===== src/armPkg.sv =====
// ARM subset core shared definitions
// Widths, instruction field positions and control encodings
package armPkg;

   // Datapath and register index widths
   localparam int wordWidth   = 32;
   localparam int regIdxWidth = 4;

   typedef logic [wordWidth-1:0]   wordT;
   typedef logic [regIdxWidth-1:0] regIdxT;

   // This index reads as PC+8 and is never written
   localparam regIdxT pcIndex = 4'd15;

   // Instruction field positions
   localparam int condMsb = 31;
   localparam int condLsb = 28;
   localparam int opMsb   = 27;
   localparam int opLsb   = 26;
   localparam int immBit  = 25;
   localparam int cmdMsb  = 24;
   localparam int cmdLsb  = 21;
   localparam int sBit    = 20;
   localparam int loadBit = 20;
   localparam int rnMsb   = 19;
   localparam int rnLsb   = 16;
   localparam int rdMsb   = 15;
   localparam int rdLsb   = 12;
   localparam int rmMsb   = 3;
   localparam int rmLsb   = 0;

   // Data processing cmd field codes
   localparam logic [3:0] cmdAnd = 4'b0000;
   localparam logic [3:0] cmdSub = 4'b0010;
   localparam logic [3:0] cmdAdd = 4'b0100;
   localparam logic [3:0] cmdOrr = 4'b1100;

   // Instruction class, bits 27:26
   typedef enum logic [1:0] {
      opDataProc = 2'b00,
      opMemory   = 2'b01,
      opBranch   = 2'b10
   } opT;

   // ALU operation select
   typedef enum logic [1:0] {
      aluAdd = 2'b00,
      aluSub = 2'b01,
      aluAnd = 2'b10,
      aluOrr = 2'b11
   } aluCtrlT;

   // Immediate extension kinds
   typedef enum logic [1:0] {
      immByte   = 2'b00,
      immOffset = 2'b01,
      immBranch = 2'b10
   } immSelT;

   // Condition field, 1111 left out and handled as never
   typedef enum logic [3:0] {
      condEq, condNe, condCs, condCc, condMi, condPl, condVs, condVc,
      condHi, condLs, condGe, condLt, condGt, condLe, condAl
   } condT;

   // Status flags in CPSR order
   typedef struct packed {
      logic neg;
      logic zero;
      logic carry;
      logic overflow;
   } flagsT;

endpackage


===== src/aluUnit.sv =====
// 32-bit ALU for add, sub, and, orr
// Produces NZCV, with C and V cleared on logic ops
`timescale 1ns/1ps

module aluUnit (
   input  armPkg::wordT    a,
   input  armPkg::wordT    b,
   input  armPkg::aluCtrlT aluCtrl,
   output armPkg::wordT    result,
   output armPkg::flagsT   flags
);

   logic                          isSub;
   logic                          isArith;
   armPkg::wordT                  bMod;
   logic [armPkg::wordWidth:0]    sum;

   // Subtract as a + ~b + 1
   assign isSub   = (aluCtrl == armPkg::aluSub);
   assign isArith = (aluCtrl == armPkg::aluAdd) || isSub;
   assign bMod    = isSub ? ~b : b;
   assign sum     = {1'b0, a} + {1'b0, bMod} + {{armPkg::wordWidth{1'b0}}, isSub};

   always_comb
   begin
      case (aluCtrl)
         armPkg::aluAnd: result = a & b;
         armPkg::aluOrr: result = a | b;
         default:        result = sum[armPkg::wordWidth-1:0];
      endcase
   end

   assign flags.neg   = result[armPkg::wordWidth-1];
   assign flags.zero  = (result == '0);
   // Carry out means no borrow on subtract
   assign flags.carry = isArith & sum[armPkg::wordWidth];
   // Operand signs agree and result sign differs
   assign flags.overflow = isArith
                         & ~(a[armPkg::wordWidth-1] ^ b[armPkg::wordWidth-1] ^ isSub)
                         & (a[armPkg::wordWidth-1] ^ sum[armPkg::wordWidth-1]);

endmodule


===== src/regFile.sv =====
// Register file, R0 to R14 with two reads and one write
// R15 reads as PC+8
`timescale 1ns/1ps

module regFile (
   input  logic           clk,
   input  logic           reset,
   input  logic           writeEn,
   input  armPkg::regIdxT readAddr1,
   input  armPkg::regIdxT readAddr2,
   input  armPkg::regIdxT writeAddr,
   input  armPkg::wordT   writeData,
   input  armPkg::wordT   pcPlus8,
   output armPkg::wordT   readData1,
   output armPkg::wordT   readData2
);

   // Fifteen general registers
   armPkg::wordT regs [0:armPkg::pcIndex-1];

   always_ff @(posedge clk, posedge reset)
   begin
      if (reset)
      begin
         for (int i = 0; i < armPkg::pcIndex; i++)
            regs[i] <= '0;
      end
      else if (writeEn && (writeAddr != armPkg::pcIndex))
      begin
         regs[writeAddr] <= writeData;
      end
   end

   // Combinational reads
   assign readData1 = (readAddr1 == armPkg::pcIndex) ? pcPlus8 : regs[readAddr1];
   assign readData2 = (readAddr2 == armPkg::pcIndex) ? pcPlus8 : regs[readAddr2];

endmodule


===== src/instrDecoder.sv =====
// Main and ALU decoder
// Turns op and funct fields into datapath and write request controls
`timescale 1ns/1ps

module instrDecoder (
   input  armPkg::wordT    instr,
   output logic [1:0]      flagWrite,
   output logic            pcSel,
   output logic            regWriteReq,
   output logic            memWriteReq,
   output logic            memToReg,
   output logic            aluSrcImm,
   output armPkg::immSelT  immSel,
   output logic [1:0]      regSrc,
   output armPkg::aluCtrlT aluCtrl,
   output logic            dataStrobe
);

   logic cmdValid;
   logic cmdArith;

   always_comb
   begin
      // Default is a no-op with nothing written
      flagWrite   = 2'b00;
      pcSel       = 1'b0;
      regWriteReq = 1'b0;
      memWriteReq = 1'b0;
      memToReg    = 1'b0;
      aluSrcImm   = 1'b0;
      immSel      = armPkg::immByte;
      regSrc      = 2'b00;
      aluCtrl     = armPkg::aluAdd;
      dataStrobe  = 1'b0;
      cmdValid    = 1'b0;
      cmdArith    = 1'b0;

      case (armPkg::opT'(instr[armPkg::opMsb:armPkg::opLsb]))
         armPkg::opDataProc:
         begin
            aluSrcImm = instr[armPkg::immBit];
            // ALU decoder, four supported cmds
            case (instr[armPkg::cmdMsb:armPkg::cmdLsb])
               armPkg::cmdAdd:
               begin
                  aluCtrl  = armPkg::aluAdd;
                  cmdValid = 1'b1;
                  cmdArith = 1'b1;
               end
               armPkg::cmdSub:
               begin
                  aluCtrl  = armPkg::aluSub;
                  cmdValid = 1'b1;
                  cmdArith = 1'b1;
               end
               armPkg::cmdAnd:
               begin
                  aluCtrl  = armPkg::aluAnd;
                  cmdValid = 1'b1;
               end
               armPkg::cmdOrr:
               begin
                  aluCtrl  = armPkg::aluOrr;
                  cmdValid = 1'b1;
               end
               default:
               begin
                  cmdValid = 1'b0;
               end
            endcase
            regWriteReq = cmdValid;
            // N/Z on any valid op, C/V on add and sub only
            flagWrite[1] = instr[armPkg::sBit] & cmdValid;
            flagWrite[0] = instr[armPkg::sBit] & cmdArith;
         end
         armPkg::opMemory:
         begin
            // Address is rn plus zero-extended offset
            aluSrcImm  = 1'b1;
            immSel     = armPkg::immOffset;
            dataStrobe = 1'b1;
            if (instr[armPkg::loadBit])
            begin
               regWriteReq = 1'b1;
               memToReg    = 1'b1;
            end
            else
            begin
               // Store data comes from rd on port 2
               memWriteReq = 1'b1;
               regSrc[1]   = 1'b1;
            end
         end
         armPkg::opBranch:
         begin
            // Target is R15 plus shifted offset
            aluSrcImm = 1'b1;
            immSel    = armPkg::immBranch;
            regSrc[0] = 1'b1;
            pcSel     = 1'b1;
         end
         default:
         begin
            pcSel = 1'b0;
         end
      endcase
   end

endmodule


===== src/condUnit.sv =====
// Condition unit
// Holds the NZCV flags and gates all write enables by condition and stall
`timescale 1ns/1ps

module condUnit (
   input  logic          clk,
   input  logic          reset,
   input  armPkg::condT  cond,
   input  armPkg::flagsT aluFlags,
   input  logic [1:0]    flagWrite,
   input  logic          pcSel,
   input  logic          regWriteReq,
   input  logic          memWriteReq,
   input  logic          pcReady,
   output logic          pcBranch,
   output logic          regWrite,
   output logic          memWrite
);

   armPkg::flagsT flags;
   logic          condEx;
   logic          commit;
   logic [1:0]    flagEn;
   logic          ge;

   // Signed compare helper
   assign ge = (flags.neg == flags.overflow);

   always_comb
   begin
      case (cond)
         armPkg::condEq: condEx = flags.zero;
         armPkg::condNe: condEx = ~flags.zero;
         armPkg::condCs: condEx = flags.carry;
         armPkg::condCc: condEx = ~flags.carry;
         armPkg::condMi: condEx = flags.neg;
         armPkg::condPl: condEx = ~flags.neg;
         armPkg::condVs: condEx = flags.overflow;
         armPkg::condVc: condEx = ~flags.overflow;
         armPkg::condHi: condEx = flags.carry & ~flags.zero;
         armPkg::condLs: condEx = ~flags.carry | flags.zero;
         armPkg::condGe: condEx = ge;
         armPkg::condLt: condEx = ~ge;
         armPkg::condGt: condEx = ~flags.zero & ge;
         armPkg::condLe: condEx = flags.zero | ~ge;
         armPkg::condAl: condEx = 1'b1;
         // 1111 never executes
         default:        condEx = 1'b0;
      endcase
   end

   // Nothing commits while stalled
   assign commit = condEx & pcReady;

   assign flagEn   = flagWrite & {2{commit}};
   assign regWrite = regWriteReq & commit;
   // No store reaches memory while in reset
   assign memWrite = memWriteReq & commit & ~reset;
   assign pcBranch = pcSel & commit;

   // N/Z and C/V pairs load separately
   always_ff @(posedge clk, posedge reset)
   begin
      if (reset)
      begin
         flags <= '0;
      end
      else
      begin
         if (flagEn[1])
         begin
            flags.neg  <= aluFlags.neg;
            flags.zero <= aluFlags.zero;
         end
         if (flagEn[0])
         begin
            flags.carry    <= aluFlags.carry;
            flags.overflow <= aluFlags.overflow;
         end
      end
   end

endmodule


===== src/datapath.sv =====
// Core datapath
// PC, register addressing, immediate extension, ALU and result select
`timescale 1ns/1ps

module datapath (
   input  logic            clk,
   input  logic            reset,
   input  armPkg::wordT    instr,
   input  armPkg::wordT    readData,
   input  logic            regWrite,
   input  logic            pcBranch,
   input  logic            pcReady,
   input  armPkg::aluCtrlT aluCtrl,
   input  armPkg::immSelT  immSel,
   input  logic            aluSrcImm,
   input  logic            memToReg,
   input  logic [1:0]      regSrc,
   output armPkg::wordT    pc,
   output armPkg::wordT    dataAddr,
   output armPkg::wordT    writeData,
   output armPkg::flagsT   aluFlags
);

   armPkg::wordT   pcNext;
   armPkg::wordT   pcPlus4;
   armPkg::wordT   pcPlus8;
   armPkg::wordT   extImm;
   armPkg::wordT   srcA;
   armPkg::wordT   srcB;
   armPkg::wordT   aluResult;
   armPkg::wordT   result;
   armPkg::regIdxT readAddr1;
   armPkg::regIdxT readAddr2;

   // Next PC, branch target comes straight from the ALU
   assign pcPlus4 = pc + 32'd4;
   assign pcPlus8 = pc + 32'd8;
   assign pcNext  = pcBranch ? aluResult : pcPlus4;

   // PC holds while stalled
   always_ff @(posedge clk, posedge reset)
   begin
      if (reset)
         pc <= '0;
      else if (pcReady)
         pc <= pcNext;
   end

   // Branches read R15 on port 1, stores read rd on port 2
   assign readAddr1 = regSrc[0] ? armPkg::pcIndex : instr[armPkg::rnMsb:armPkg::rnLsb];
   assign readAddr2 = regSrc[1] ? instr[armPkg::rdMsb:armPkg::rdLsb]
                                : instr[armPkg::rmMsb:armPkg::rmLsb];

   regFile i_regFile (
      .clk       (clk),
      .reset     (reset),
      .writeEn   (regWrite),
      .readAddr1 (readAddr1),
      .readAddr2 (readAddr2),
      .writeAddr (instr[armPkg::rdMsb:armPkg::rdLsb]),
      .writeData (result),
      .pcPlus8   (pcPlus8),
      .readData1 (srcA),
      .readData2 (writeData)
   );

   // Immediate extension
   always_comb
   begin
      case (immSel)
         armPkg::immByte:   extImm = {24'b0, instr[7:0]};
         armPkg::immOffset: extImm = {20'b0, instr[11:0]};
         // Signed word offset
         armPkg::immBranch: extImm = {{6{instr[23]}}, instr[23:0], 2'b00};
         default:           extImm = '0;
      endcase
   end

   assign srcB = aluSrcImm ? extImm : writeData;

   aluUnit i_aluUnit (
      .a       (srcA),
      .b       (srcB),
      .aluCtrl (aluCtrl),
      .result  (aluResult),
      .flags   (aluFlags)
   );

   // Loads write back memory data
   assign result   = memToReg ? readData : aluResult;
   assign dataAddr = aluResult;

endmodule


===== src/armCore.sv =====
// ARM subset single-cycle core top
// Joins the decoder, the condition unit and the datapath
`timescale 1ns/1ps

module armCore (
   input  logic        clk,
   input  logic        reset,
   input  armPkg::wordT instr,
   input  armPkg::wordT readData,
   input  logic        pcReady,
   output armPkg::wordT pc,
   output armPkg::wordT dataAddr,
   output armPkg::wordT writeData,
   output logic        memWrite,
   output logic        dataStrobe
);

   // Decoder requests, before condition gating
   logic [1:0] flagWrite;
   logic       pcSel;
   logic       regWriteReq;
   logic       memWriteReq;

   // Datapath controls
   logic                  memToReg;
   logic                  aluSrcImm;
   logic [1:0]            regSrc;
   armPkg::immSelT        immSel;
   armPkg::aluCtrlT       aluCtrl;

   // Gated enables and ALU flags
   logic          pcBranch;
   logic          regWrite;
   armPkg::flagsT aluFlags;

   instrDecoder i_instrDecoder (
      .instr       (instr),
      .flagWrite   (flagWrite),
      .pcSel       (pcSel),
      .regWriteReq (regWriteReq),
      .memWriteReq (memWriteReq),
      .memToReg    (memToReg),
      .aluSrcImm   (aluSrcImm),
      .immSel      (immSel),
      .regSrc      (regSrc),
      .aluCtrl     (aluCtrl),
      .dataStrobe  (dataStrobe)
   );

   condUnit i_condUnit (
      .clk         (clk),
      .reset       (reset),
      .cond        (armPkg::condT'(instr[armPkg::condMsb:armPkg::condLsb])),
      .aluFlags    (aluFlags),
      .flagWrite   (flagWrite),
      .pcSel       (pcSel),
      .regWriteReq (regWriteReq),
      .memWriteReq (memWriteReq),
      .pcReady     (pcReady),
      .pcBranch    (pcBranch),
      .regWrite    (regWrite),
      .memWrite    (memWrite)
   );

   datapath i_datapath (
      .clk       (clk),
      .reset     (reset),
      .instr     (instr),
      .readData  (readData),
      .regWrite  (regWrite),
      .pcBranch  (pcBranch),
      .pcReady   (pcReady),
      .aluCtrl   (aluCtrl),
      .immSel    (immSel),
      .aluSrcImm (aluSrcImm),
      .memToReg  (memToReg),
      .regSrc    (regSrc),
      .pc        (pc),
      .dataAddr  (dataAddr),
      .writeData (writeData),
      .aluFlags  (aluFlags)
   );

endmodule


===== config.mk =====
export PLATFORM = sky130hd
export DESIGN_NAME = armCore
export DESIGN_NICKNAME = d
export VERILOG_FILES = /design/src/armPkg.sv /design/src/aluUnit.sv /design/src/regFile.sv /design/src/instrDecoder.sv /design/src/condUnit.sv /design/src/datapath.sv /design/src/armCore.sv
export SDC_FILE = /design/constraint.sdc
export NUM_CORES = 2
export LEC_CHECK = 0
export BUFFER_PORTS_ARGS = -buffer_cell sky130_fd_sc_hd__buf_2
export CORE_MARGIN = 8
export CORE_UTILIZATION = 45
export CTS_BUF_LIST = sky130_fd_sc_hd__clkbuf_4
export DETAILED_ROUTE_END_ITERATION = 6
export PLACE_DENSITY_LB_ADDON = 0.05
export SYNTH_ARGS = -nofsm -noshare
export SYNTH_HDL_FRONTEND = slang
export SYNTH_SLANG_ARGS = --single-unit

===== constraint.sdc =====
create_clock -name clk -period 41.3 [get_ports clk]
set_clock_uncertainty 0.1 [all_clocks]
set_input_delay 4.13 -clock clk [delete_from_list [all_inputs] [get_ports clk]]
set_output_delay 4.13 -clock clk [all_outputs]
set_load 0.1 [all_outputs]

==> metrics <==
# rows 99; first-pass GRT wire length 217,000 um; Reg power frac 0.311; Synth Register Bits 516; H-tree depth 4; critical path class input pin to output pin; Post-CTS Setup Bufs 0; part of the cycle the worst path needs 0.392; layout cell share with drive strength beyond 1 0.179; core area a little over 70,000 um^2; clk_lat worst skew 1030 ps; die width roughly 290 um; Final Total Pwr 2110 uW; crit path capture type output pin; Die Height 287 um; Final Setup Violations 0; max incr delay on CP between 600 and 700 ps; CTS tree done; unrepaired setup endpoints after global routing false; Worst path slowest cell buf_4; final wirelength 149,000 um; Critical Path Sink dataAddr[28]; hold path cells 2; crit path DAT around 12,000 ps; run status finished with violations; register clock-pin slew on the reported worst setup and hold paths around 60 ps; max cap viols 0; grt total ovfl 0; CP Data Required Time 37,070 ps; Syn Inst Count 3,907; Max Freq 0.0617 GHz; Final Net Count 4,096; Setup TNS 0 ps; synth warn 0; pre-CTS setup slack between 20,000 and 30,000 ps; register-to-register path setup slack roughly 34,000 ps; max-slew violations 0; largest net degree at the start of global routing around 140; Reg2Reg Depth 22; predominant post-synthesis flop cell dfrtp_1; share of flip-flops with an asynchronous set or reset 1.00; worst path cell trace buf_2 > inv_1 > ha_1 > and3b_1 > a21o_4 > buf_4 > buf_4 > nand2_1 > a32o_1 > a221oi_1 > o221ai_1 > o21a_1 > xnor2_1 > fa_1 > a211o_1 > a211oi_1 > o31a_1 > o31ai_1 > nand4_1 > nand3_1 > a31oi_1 > xor2_1 > o211ai_1 > buf_2; crit path max fanout 48; violated checks DRC; boundary pin count 165; CTS max path bufs 3; commonest non-fill, non-tap cells in the layout nand2_1, o21ai_0, dfrtp_1, clkbuf_4, a21oi_1; Num CTS Buffers 149; Sw Pwr 1060 uW; Sw Share 0.502; relative slew slack 0.0702; Leak 0.0159 uW; hold_ws 398 ps; P_int about 1000 uW; CP Launch Type input pin; Synth Cell Area roughly 33,000 um^2; All-Layer GR Usage 0.354; syn nets roughly 4,000; Post-Syn Area per Cell ~8.4 um^2; vias in the first global route between 30,000 and 40,000; minimum clock period 16,190 ps; antenna violations before repair 8; CTS resizes 0; hold buffers post-CTS 0; dpl hpwl between 100,000 and 150,000 um; Combinational Power Share 0.452; Fin. Hold Viols 0; Clock power frac 0.237; worst r2r src i_datapath.pc[3]; gpl congestion 1.04; VDD IR-drop max around 85 uV; Final ANT Viol Nets 0; synth unique cells 100; die area between 80,000 and 90,000 um^2; DR vias 32,100; setup slack after layout 25,110 ps; final routed wire length divided by cell count 29.3 um; clock sink count 516; drt first pass iters 7; Root Driver clkbuf_4; IO Port Bufs 164; Layout area overhead 10.5%; first element of the critical path instr[27]; min-delay worst type flip-flop to flip-flop; Seq/Total Area, Yosys 0.391; commonest non-fill, non-tap cell in the layout nand2_1; Worst Tran Pin Value roughly 1400 ps; Cell Pwr Density 57.8 nW/um^2; first-iteration detailed-routing DRC count 3,337; Post-synth EDFFs 0; Starting Density 0.454; Reg-to-Reg End i_condUnit.flags[2]; vias per cell ~6.3; DRC 1
## synthesized netlist by cell type, drive strengths merged, types with 8 or more instances
cell,instances,area [um^2]
nor3,42,221
a22o,14,123
nor4,11,75.1
o22ai,42,263
o31ai,11,87.6
a221oi,41,359
o21ai,622,3130
or3,8,50.1
a22oi,24,180
dfrtp,516,12900
nand2,860,3230
and2,25,156
nand3b,9,80.1
a311oi,15,155
nor3b,9,67.6
xor2,22,200
o21a,15,120
a21o,28,210
o211ai,16,125
nor2,131,507
nor2b,34,213
a2111oi,11,96.3
xnor2,65,569
and3,23,144
o32ai,9,78.8
nand4,21,131
a31oi,73,457
a32oi,15,131
buf,106,618
or2,12,75.1
a21oi,185,956
inv,56,210
ha,41,513
a211oi,53,398
mux4,50,1130
maj3,12,121
o221ai,19,166
nand3,84,420
mux2i,131,1350
nand2b,23,151
clkbuf,239,906
mux2,94,1060
## routing by layer
metal  up-vias  global-route usage  part of all wire
met5         -                   0                 0
met2      1760               0.520              0.43
met3       441              0.0834             0.097
met1     15600               0.477              0.41
met4         0               0.200             0.063
li1      14300                   -                 -
## worst min path at each step
stage                              startpoint                             end  slack (ps)
2_1_floorplan  i_datapath.i_regFile.regs[460]  i_datapath.i_regFile.regs[460]         360
3_3_place_gp    i_datapath.i_regFile.regs[68]   i_datapath.i_regFile.regs[68]         380
3_5_place_dp    i_datapath.i_regFile.regs[18]   i_datapath.i_regFile.regs[18]         390
4_1_cts        i_datapath.i_regFile.regs[271]  i_datapath.i_regFile.regs[271]         400
5_1_grt          i_datapath.i_regFile.regs[9]    i_datapath.i_regFile.regs[9]         420
6_report       i_datapath.i_regFile.regs[271]  i_datapath.i_regFile.regs[271]         400
## critical path, delay by kind of cell
kind | cells | cell delay, ps
AO/OA/AOI/OAI | 11 | 3640
buffers and inverters | 5 | 1860
AND/OR/NAND/NOR | 4 | 970
adder cells (fa/ha/maj) | 2 | 940
XOR/XNOR | 2 | 300
## cell families (layout without fill, tap and decap cells)
logic type	after synthesis	count (layout)	synth area share
buf+inv	401	591	0.0526
other cells	0	10	0
mux	275	275	0.107
xor+xnor	87	87	0.0233
compound gates	1262	1262	0.233
fa+ha+maj	54	54	0.0198
flops	516	516	0.391
simple gates	1312	1312	0.173
## power groups by stage
stage | Clock, uW | Combinational (uW) | Sequential, uW
CTS | 508 | 938 | 653
finish | 499 | 952 | 655
detailed placement | 0 | 935 | 661
global route | 535 | 990 | 664
floorplan | 0 | 551 | 731
global placement | 0 | 940 | 661
## stage by stage
step                       util  std cells  area, um^2
after floorplan               -       3907       33000
after global placement    0.475       4795       34500
after detailed placement  0.475       4795       34500
after CTS                 0.501       5056       36400
after global routing      0.501       5059       36400
final                     0.501       5066       36500
## state kept, by name, summed over array words and instances (netlist names)
name,cells
i_condUnit.flags,4
i_datapath.i_regFile.regs,480
i_datapath.pc,32
## area by class of cell
| class | instances | area [um^2] |
|---|---|---|
| fill | 7193 | 36300 |
| multi-input combinational | 2990 | 18500 |
| sequential | 516 | 12900 |
| timing repair buffer | 274 | 1700 |
| clock buffer | 218 | 1640 |
| tap | 959 | 1200 |
| clock inverter | 43 | 280 |
| inverter | 56 | 218 |
| antenna | 10 | 25.0 |
(Power assumes the default switching activity.)
